File: src/logic/gpio_pkg.sv
/* gpio shared constants */

package gpio_pkg;

  // --------------------
  // bus geometry
  // --------------------
  parameter int gpio_addr_w = 6;  // apb paddr width, byte offsets

  // --------------------
  // register offsets
  // --------------------
  // direction bit 1 = input, 0 = output
  parameter logic [gpio_addr_w-1:0] gpr_direction_mode = 6'h04;
  parameter logic [gpio_addr_w-1:0] gpr_output_enable  = 6'h08;  // oe per pin
  parameter logic [gpio_addr_w-1:0] gpr_output_value   = 6'h0C;  // driven value
  parameter logic [gpio_addr_w-1:0] gpr_input_value    = 6'h10;  // read only
  parameter logic [gpio_addr_w-1:0] gpr_int_status     = 6'h20;  // read only, clear on read

  // --------------------
  // reset values
  // --------------------
  // full 32-bit values, each user slices down to its pin count
  parameter logic [31:0] gprv_direction_mode = 32'h0000_0000;  // all outputs
  parameter logic [31:0] gprv_output_enable  = 32'h0000_0000;  // all tri-stated
  parameter logic [31:0] gprv_output_value   = 32'h0000_0000;  // drive zero
  parameter logic [31:0] gprv_input_value    = 32'h0000_0000;  // latch empty
  parameter logic [31:0] gprv_int_status     = 32'h0000_0000;  // no pending irq

endpackage : gpio_pkg
File: src/logic/gpio_bus_if.sv
/* gpio register bus */

`timescale 1ns/1ps

interface gpio_bus_if
  import gpio_pkg::*;
#(
  parameter int gpio_width = 16  // pin count, sets wdata width
) ();

  logic                   read;   // one-cycle read strobe
  logic                   write;  // one-cycle write strobe
  logic [gpio_addr_w-1:0] addr;   // register offset
  logic [gpio_width-1:0]  wdata;  // write payload

  // bus side, drives the strobes
  modport port (
    output read,
    output write,
    output addr,
    output wdata
  );

  // register side
  modport regs (
    input read,
    input write,
    input addr,
    input wdata
  );

endinterface : gpio_bus_if

File: src/logic/gpio_top.sv
/* apb gpio top level */

`timescale 1ns/1ps

module gpio_top
  import gpio_pkg::*;
#(
  parameter int gpio_width = 16  // pin count, 32 max
) (
  input  logic                   pclk16,
  input  logic                   n_reset16,
  // apb slave
  input  logic                   psel,
  input  logic                   penable,
  input  logic                   pwrite,
  input  logic [gpio_addr_w-1:0] paddr,
  input  logic [gpio_width-1:0]  pwdata,
  output logic [gpio_width-1:0]  prdata,
  // pads
  input  logic [gpio_width-1:0]  pin_in,
  input  logic [gpio_width-1:0]  tri_state_enable,
  output logic [gpio_width-1:0]  interrupt,
  output logic [gpio_width-1:0]  pin_out,
  output logic [gpio_width-1:0]  pin_oe_n
);

  gpio_bus_if #(.gpio_width(gpio_width)) bus ();  // port -> regs

  logic [gpio_width-1:0] input_value;  // sync -> regs
  logic [gpio_width-1:0] int_event;
  logic [gpio_width-1:0] rdata;

  // --------------------
  // stage 1, bus
  // --------------------
  gpio_apb_port #(.gpio_width(gpio_width)) u_apb_port (
    .pclk16    (pclk16),
    .n_reset16 (n_reset16),
    .psel      (psel),
    .penable   (penable),
    .pwrite    (pwrite),
    .paddr     (paddr),
    .pwdata    (pwdata),
    .bus       (bus.port)
  );

  // --------------------
  // stage 2, pins in
  // --------------------
  gpio_pin_sync #(.gpio_width(gpio_width)) u_pin_sync (
    .pclk16      (pclk16),
    .n_reset16   (n_reset16),
    .pin_in      (pin_in),
    .input_value (input_value),
    .int_event   (int_event)
  );

  // --------------------
  // stage 3, registers
  // --------------------
  gpio_regs #(.gpio_width(gpio_width)) u_regs (
    .pclk16           (pclk16),
    .n_reset16        (n_reset16),
    .bus              (bus.regs),
    .input_value      (input_value),
    .int_event        (int_event),
    .tri_state_enable (tri_state_enable),
    .rdata            (rdata),
    .interrupt        (interrupt),
    .pin_out          (pin_out),
    .pin_oe_n         (pin_oe_n)
  );

  assign prdata = rdata;  // already registered in the block

endmodule : gpio_top

File: src/logic/gpio_regs.sv
/* gpio register block */

`timescale 1ns/1ps

module gpio_regs
  import gpio_pkg::*;
#(
  parameter int gpio_width = 16
) (
  input  logic                  pclk16,
  input  logic                  n_reset16,
  gpio_bus_if.regs              bus,
  input  logic [gpio_width-1:0] input_value,       // synchronized pins
  input  logic [gpio_width-1:0] int_event,         // 0->1 seen on pin
  input  logic [gpio_width-1:0] tri_state_enable,  // test mode, forces oe off
  output logic [gpio_width-1:0] rdata,             // registered read data
  output logic [gpio_width-1:0] interrupt,         // sticky status out
  output logic [gpio_width-1:0] pin_out,           // pad output value
  output logic [gpio_width-1:0] pin_oe_n           // pad enable, active low
);

  // --------------------
  // register storage
  // --------------------
  logic [gpio_width-1:0] direction_mode;  // 1 = input, 0 = output
  logic [gpio_width-1:0] output_enable;   // 1 = drive pad
  logic [gpio_width-1:0] output_value;    // level to drive
  logic [gpio_width-1:0] int_status;      // sticky rising-edge flags

  logic [gpio_width-1:0] int_trigger;     // edges on input-mode pins
  logic [gpio_width-1:0] status_clear;    // all ones on a status read
  logic [gpio_width-1:0] rdata_d;         // read mux output
  logic [gpio_width-1:0] rdata_q;

  // address hits
  logic hit_direction;
  logic hit_enable;
  logic hit_value;
  logic hit_status;

  assign hit_direction = (bus.addr == gpr_direction_mode);
  assign hit_enable    = (bus.addr == gpr_output_enable);
  assign hit_value     = (bus.addr == gpr_output_value);
  assign hit_status    = (bus.addr == gpr_int_status);

  // --------------------
  // rw registers
  // --------------------
  always_ff @(posedge pclk16 or negedge n_reset16)
  begin
    if (!n_reset16)
    begin
      direction_mode <= gprv_direction_mode[gpio_width-1:0];
      output_enable  <= gprv_output_enable[gpio_width-1:0];
      output_value   <= gprv_output_value[gpio_width-1:0];
    end
    else if (bus.write)
    begin
      if (hit_direction)
      begin
        direction_mode <= bus.wdata;
      end
      if (hit_enable)
      begin
        output_enable <= bus.wdata;
      end
      if (hit_value)
      begin
        output_value <= bus.wdata;
      end
    end
  end

  // --------------------
  // interrupt status
  // --------------------
  // output-mode pins never flag
  assign int_trigger  = direction_mode & int_event;
  assign status_clear = {gpio_width{bus.read & hit_status}};  // clear on read

  always_ff @(posedge pclk16 or negedge n_reset16)
  begin
    if (!n_reset16)
    begin
      int_status <= gprv_int_status[gpio_width-1:0];
    end
    else
    begin
      // a new edge in the same cycle as the clearing read survives
      int_status <= (int_status & ~status_clear) | int_trigger;
    end
  end

  assign interrupt = int_status;

  // --------------------
  // read path
  // --------------------
  always_comb
  begin
    case (bus.addr)
      gpr_direction_mode : rdata_d = direction_mode;
      gpr_output_enable  : rdata_d = output_enable;
      gpr_output_value   : rdata_d = output_value;
      gpr_int_status     : rdata_d = int_status;   // old value, clears same edge
      gpr_input_value    : rdata_d = input_value;
      default            : rdata_d = input_value;  // unmapped offsets
    endcase
  end

  always_ff @(posedge pclk16 or negedge n_reset16)
  begin
    if (!n_reset16)
    begin
      rdata_q <= '0;
    end
    else if (bus.read)
    begin
      rdata_q <= rdata_d;  // captured in setup, held through access
    end
    else
    begin
      rdata_q <= '0;  // bus idles at zero
    end
  end

  assign rdata = rdata_q;

  // --------------------
  // pad drive
  // --------------------
  assign pin_out  = output_value;
  // drive only when enabled, in output mode and not in test tri-state
  assign pin_oe_n = ~(output_enable & ~direction_mode) | tri_state_enable;

  // --------------------
  // checks
  // --------------------
  a_no_read_write : assert property (
    @(posedge pclk16) disable iff (!n_reset16)
    !(bus.read && bus.write)
  ) else $error("regs: read and write strobes together");

  // a status bit only rises on an input-mode pin whose input value
  // rose at the same edge
  a_irq_input_only : assert property (
    @(posedge pclk16) disable iff (!n_reset16)
    ((int_status & ~$past(int_status)
      & ~($past(direction_mode) & input_value & ~$past(input_value))) == '0)
  ) else $error("regs: interrupt rose without a rising edge on an input-mode pin");

endmodule : gpio_regs

File: src/logic/gpio_pin_sync.sv
/* pin input synchronizer */

`timescale 1ns/1ps

module gpio_pin_sync
  import gpio_pkg::*;
#(
  parameter int gpio_width = 16
) (
  input  logic                  pclk16,
  input  logic                  n_reset16,
  input  logic [gpio_width-1:0] pin_in,       // async pad inputs
  output logic [gpio_width-1:0] input_value,  // stage three latch
  output logic [gpio_width-1:0] int_event     // rising edge seen
);

  // --------------------
  // metastability chain
  // --------------------
  logic [gpio_width-1:0] sync_one;   // first flop, may go metastable
  logic [gpio_width-1:0] sync_two;   // settled copy
  logic [gpio_width-1:0] in_latch;   // value seen by the register block

  always_ff @(posedge pclk16 or negedge n_reset16)
  begin
    if (!n_reset16)
    begin
      sync_one <= '0;
      sync_two <= '0;
      in_latch <= gprv_input_value[gpio_width-1:0];
    end
    else
    begin
      sync_one <= pin_in;    // pad edge N lands here
      sync_two <= sync_one;  // N+1
      in_latch <= sync_two;  // N+2, visible on input_value
    end
  end

  assign input_value = in_latch;

  // --------------------
  // edge detect
  // --------------------
  // new value is 1 and latch still holds 0, i.e. a 0->1 change on its way in.
  // the event is high in the cycle before the latch updates, so a status
  // bit set from it lines up with the input_value change
  assign int_event = sync_two & ~in_latch;

endmodule : gpio_pin_sync

File: src/logic/gpio_apb_port.sv
/* apb slave port */

`timescale 1ns/1ps

module gpio_apb_port
  import gpio_pkg::*;
#(
  parameter int gpio_width = 16
) (
  input  logic                   pclk16,
  input  logic                   n_reset16,
  input  logic                   psel,
  input  logic                   penable,
  input  logic                   pwrite,
  input  logic [gpio_addr_w-1:0] paddr,
  input  logic [gpio_width-1:0]  pwdata,
  gpio_bus_if.port               bus
);

  // --------------------
  // phase decode
  // --------------------
  logic setup_phase;   // psel up, penable not yet
  logic access_phase;  // both up
  logic setup_q;       // previous cycle was a setup phase

  assign setup_phase  = psel & ~penable;
  assign access_phase = psel & penable;

  // read fires early so rdata is ready for the access phase
  assign bus.read  = setup_phase & ~pwrite;
  // write commits at the end of access
  assign bus.write = access_phase & pwrite;

  // address and data pass straight on, no staging
  assign bus.addr  = paddr;
  assign bus.wdata = pwdata;

  // --------------------
  // phase tracking
  // --------------------
  always_ff @(posedge pclk16 or negedge n_reset16)
  begin
    if (!n_reset16)
    begin
      setup_q <= 1'b0;
    end
    else
    begin
      setup_q <= setup_phase;  // one bit of history is enough
    end
  end

  // --------------------
  // protocol checks
  // --------------------
  // penable must only come up inside a selected transfer
  a_penable_needs_psel : assert property (
    @(posedge pclk16) disable iff (!n_reset16)
    $rose(penable) |-> psel
  ) else $error("apb: penable rose without psel");

  // every access phase is preceded by exactly one setup cycle
  a_access_after_setup : assert property (
    @(posedge pclk16) disable iff (!n_reset16)
    access_phase |-> setup_q
  ) else $error("apb: access phase without setup phase");

  // setup is never held, next cycle must be access
  a_setup_then_access : assert property (
    @(posedge pclk16) disable iff (!n_reset16)
    setup_phase |=> access_phase
  ) else $error("apb: setup phase not followed by access");

endmodule : gpio_apb_port

File: config.mk
export PLATFORM = sky130hd
export DESIGN_NAME = gpio_top
export DESIGN_NICKNAME = d
export VERILOG_FILES = /design/src/logic/gpio_pkg.sv /design/src/logic/gpio_bus_if.sv /design/src/logic/gpio_top.sv /design/src/logic/gpio_regs.sv /design/src/logic/gpio_pin_sync.sv /design/src/logic/gpio_apb_port.sv
export SDC_FILE = /design/constraint.sdc
export NUM_CORES = 1
export LEC_CHECK = 0
export ABC_AREA = 1
export BUFFER_PORTS_ARGS = -buffer_cell sky130_fd_sc_hd__buf_2
export CAP_MARGIN = 20
export CORE_MARGIN = 3
export CORE_UTILIZATION = 50
export CTS_CLUSTER_DIAMETER = 80
export CTS_CLUSTER_SIZE = 25
export DETAILED_ROUTE_END_ITERATION = 8
export GPL_TIMING_DRIVEN = 1
export PLACE_DENSITY = 0.75
export RECOVER_POWER = 25
export SLEW_MARGIN = 20
export SYNTH_ARGS = -nofsm -noshare
export SYNTH_HDL_FRONTEND = slang
export SYNTH_SLANG_ARGS = --single-unit
File: constraint.sdc
create_clock -name pclk16 -period 2.65 [get_ports pclk16]
set_clock_uncertainty 0.15 [all_clocks]
set_input_delay 0.265 -clock pclk16 [delete_from_list [all_inputs] [get_ports pclk16]]
set_output_delay 0.265 -clock pclk16 [all_outputs]
set_load 0.05 [all_outputs]
==> out/qor.yml <==
timing:
  max-slew-margin-rel_pct: 8.89
  setup_total_negative_slack_ns: 0
  timing_worst_slew_pin_value_ns: 1.37
  final.setup.worst_slack_ns: 0.817
  setup_viol: 0
  final.min_clock_period_ns: 1.83
  finalCritPeriodShare_pct: 69.2
  drv_slew: 0
  final-hold-violation-count: 0
  timing.fmax_mhz: 546
  unrepaired_setup_endpoints_after_global_routing: "no"
min_path:
  hp-class: "primary input to register"
  hold_depth: 6
setup_path:
  critical_path_peak_fanout: 33
  critical_path_depth: 3
  critPathTopFamily: "buffers and inverters"
  worst-r2r-cell-count: 4
  crit_path_max_cell_delay_ns: 0.99
  cp.required_ns: 3.16
  path_buf_inv: 3
  critPathSlowestCell: "sky130_fd_sc_hd__clkbuf_1"
  timing.critical_path.cells: "dlygate4sd3_1 -> clkbuf_1 -> buf_4"
  worstPathArrival_ns: 2.34
  endpoint_kind: "asynchronous set/reset pin"
  critical_path_class: "primary input to asynchronous set/reset pin"
  reg2reg_slack_ns: 1.60
  critPathLaunchType: "primary input"
grt:
  globalRouteTotalUtil_pct: 25.1
  grt_pass1_wl_um: 22500
  first_global_vias: 4539
  maximum_number_of_pins_on_one_net_before_global_route_repair: 59
  grt_antenna_before_repair: 0
  global_route.overflow_total: 0
routing:
  drt_first_pass_iters: 5
  drt-wirelength-per-cell_um: 16.7
  first_iter_violations: 281
  routed_wl_um: 13900
  antenna_left: 0
  routed-via-count: 4483
  avgViaCountPerCell: 5.40
  drcViolationCount: 0
clock_network:
  ctsLongestPathBuffers: 2
  cts_made_buffers: 17
  clock_tree.htree_level_count: 4
  clock_transition_at_the_registers_of_the_reported_paths_ns: 0.06
  post_cts.resized_instances: 0
  clkLatencyLatePin_ns: 0.53
  tritoncts: "built"
  numClockSinks: 128
  clk_root_buffer_cell: "sky130_fd_sc_hd__clkbuf_8"
synth:
  ys_ff_latch: 128
  synth.cell_area_um2: 5270
  syn-mean-instance-area_um2: 10.0
  mappedNetlistNets: 584
  syn-instance-count: 525
  synth_cell_type_count: 23
  yosysWarningCount: 0
  sequential_share_of_the_synthesized_area_pct: 60.8
finish:
  antennaDiodeCount: 0
  final_nets: 743
  drive_gt1_share_pct: 29.8
  layout-area-overhead-vs-synth_pct: 32.0
  stdcell_area_um2: 6960
pwr:
  peakVddDrop_mv: 0.601
  power.leakage_nw: 3.36
  powerDensity_nw_per_um2: 736
status:
  outcome: "finished, final reports clean"
die:
  floorplan.die.height_um: 109
  floorplan.rows: 36
  pin_count: 123
  die-area_um2: 11800
  floorplan.initialDensity_pct: 52.7
  design.core.area_um2: 10000
  die_w_um: 109
job:
  max-cap-violations: 0
place:
  placedInstanceArea_um2: 6000
  portbufs: 122
  gp_congestion: 0.819
  detailed_place_hpwl_um: 8990
  placement.setup.worst_slack_ns: 0.636
## routing by layer
layer,wire [µm],share of wire (%),GRT usage [%],up-vias
li1,-,-,-,2079
met1,5770,42,31.7,2188
met2,6880,50,41.7,198
met3,1010,7.3,7.52,18
met4,204,1.5,8.12,0
met5,0,0,0,-
## Yosys cell counts
| master | n | share of area, % |
|---|---|---|
| sky130_fd_sc_hd__nand2_4 | 1 | 0.21 |
| sky130_fd_sc_hd__nor2_4 | 5 | 1.1 |
| sky130_fd_sc_hd__nand3_2 | 2 | 0.38 |
| sky130_fd_sc_hd__o2bb2ai_1 | 16 | 2.7 |
| sky130_fd_sc_hd__o21ai_2 | 16 | 2.7 |
| sky130_fd_sc_hd__inv_2 | 2 | 0.14 |
| sky130_fd_sc_hd__inv_1 | 60 | 4.3 |
| sky130_fd_sc_hd__nand4_2 | 1 | 0.24 |
| sky130_fd_sc_hd__dfrtp_1 | 128 | 61 |
| sky130_fd_sc_hd__nor2_2 | 3 | 0.36 |
| sky130_fd_sc_hd__o21ai_1 | 45 | 4.3 |
| sky130_fd_sc_hd__buf_1 | 1 | 0.071 |
| sky130_fd_sc_hd__buf_2 | 11 | 1.0 |
| sky130_fd_sc_hd__nand4_1 | 49 | 5.8 |
| sky130_fd_sc_hd__nand3_1 | 18 | 1.7 |
| sky130_fd_sc_hd__nor2_1 | 56 | 4.0 |
| sky130_fd_sc_hd__clkbuf_1 | 5 | 0.36 |
| sky130_fd_sc_hd__nand3b_1 | 9 | 1.3 |
| sky130_fd_sc_hd__o21ai_0 | 11 | 1.0 |
| sky130_fd_sc_hd__buf_6 | 3 | 0.64 |
| sky130_fd_sc_hd__nand2_2 | 13 | 1.5 |
| sky130_fd_sc_hd__buf_4 | 7 | 1.0 |
| sky130_fd_sc_hd__nand2_1 | 63 | 4.5 |
## what timing repair did
action                                 CTS  global route
endpoints found under the hold margin  192             0
setup buffers                            0             0
hold buffers                            33             0
## power breakdown
part	switching [mW]	internal, mW	total (mW)
clock network	0.854	1.61	2.46
logic	0.373	0.159	0.532
registers	0.0729	2.06	2.13
total	1.30	3.82	5.12
## logic make-up after synthesis
logic type,count (synthesis),share of synthesized area (%)
compound gates,88,10.6
flops,128,60.8
buf+inv,89,7.52
simple gates,220,21.1
## tightest hold or removal path, delay by kind of cell
kind / cells / cell delay (ns)
and+or+nand+nor: 5 / 0.36
buffers and inverters: 1 / 0.10
## path summary, 6_finish.rpt
path                                                           start                                    to
worst min register to register      u_pin_sync.sync_one[3]$_DFF_PN0_      u_pin_sync.sync_two[3]$_DFF_PN0_
worst max register to register  u_regs.output_enable[14]$_DFFE_PN0P_            u_regs.rdata[14]$_DFF_PN0_
min in group asynchronous                                  n_reset16      u_pin_sync.sync_one[0]$_DFF_PN0_
max in group pclk16             u_regs.output_enable[11]$_DFFE_PN0P_                          pin_oe_n[11]
worst max-delay path                                       n_reset16  u_regs.direction_mode[7]$_DFFE_PN0P_
worst min-delay path                                        paddr[0]             u_regs.rdata[6]$_DFF_PN0_
## layout by cell type (no fill, tap or decap), drive strengths merged
master	netlist	final
dlygate4sd3	0	33
clkbuf	5	22
bufinv	0	4
nand3b	9	9
o21ai	72	72
buf	22	133
nand2	77	77
nand3	20	20
clkinvlp	0	4
inv	62	64
clkinv	0	1
dfrtp	128	128
nor2	64	64
nand4	50	50
o2bb2ai	16	16
## cell type report
class | count | area (µm²)
clock buffer | 21 | 459
inverter | 62 | 233
tap | 133 | 166
sequential | 128 | 3200
multi-input combinational | 308 | 1680
clock inverter | 11 | 176
fill | 759 | 3040
timing repair buffer | 167 | 1040
## registers in the layout (all words and copies together) (netlist names)
signal,cells
u_regs.output_enable,16
u_pin_sync.input_value,16
u_pin_sync.sync_two,16
u_regs.pin_out,16
u_regs.interrupt,16
u_regs.direction_mode,16
u_pin_sync.sync_one,16
u_regs.rdata,16
## stage by stage
stage,cells,total power [mW],util (%),hold slack [ns]
2_1_floorplan,525,2.45,-,-0.181
3_5_place_dp,765,2.66,60.0,0.0367
5_1_grt,830,5.30,69.6,0.0962
3_3_place_gp,765,2.64,60.0,0.0373
4_1_cts,830,5.15,69.6,0.0221
6_report,830,5.12,69.6,0.0940
No activity file was read; power rests on OpenSTA's default activity.
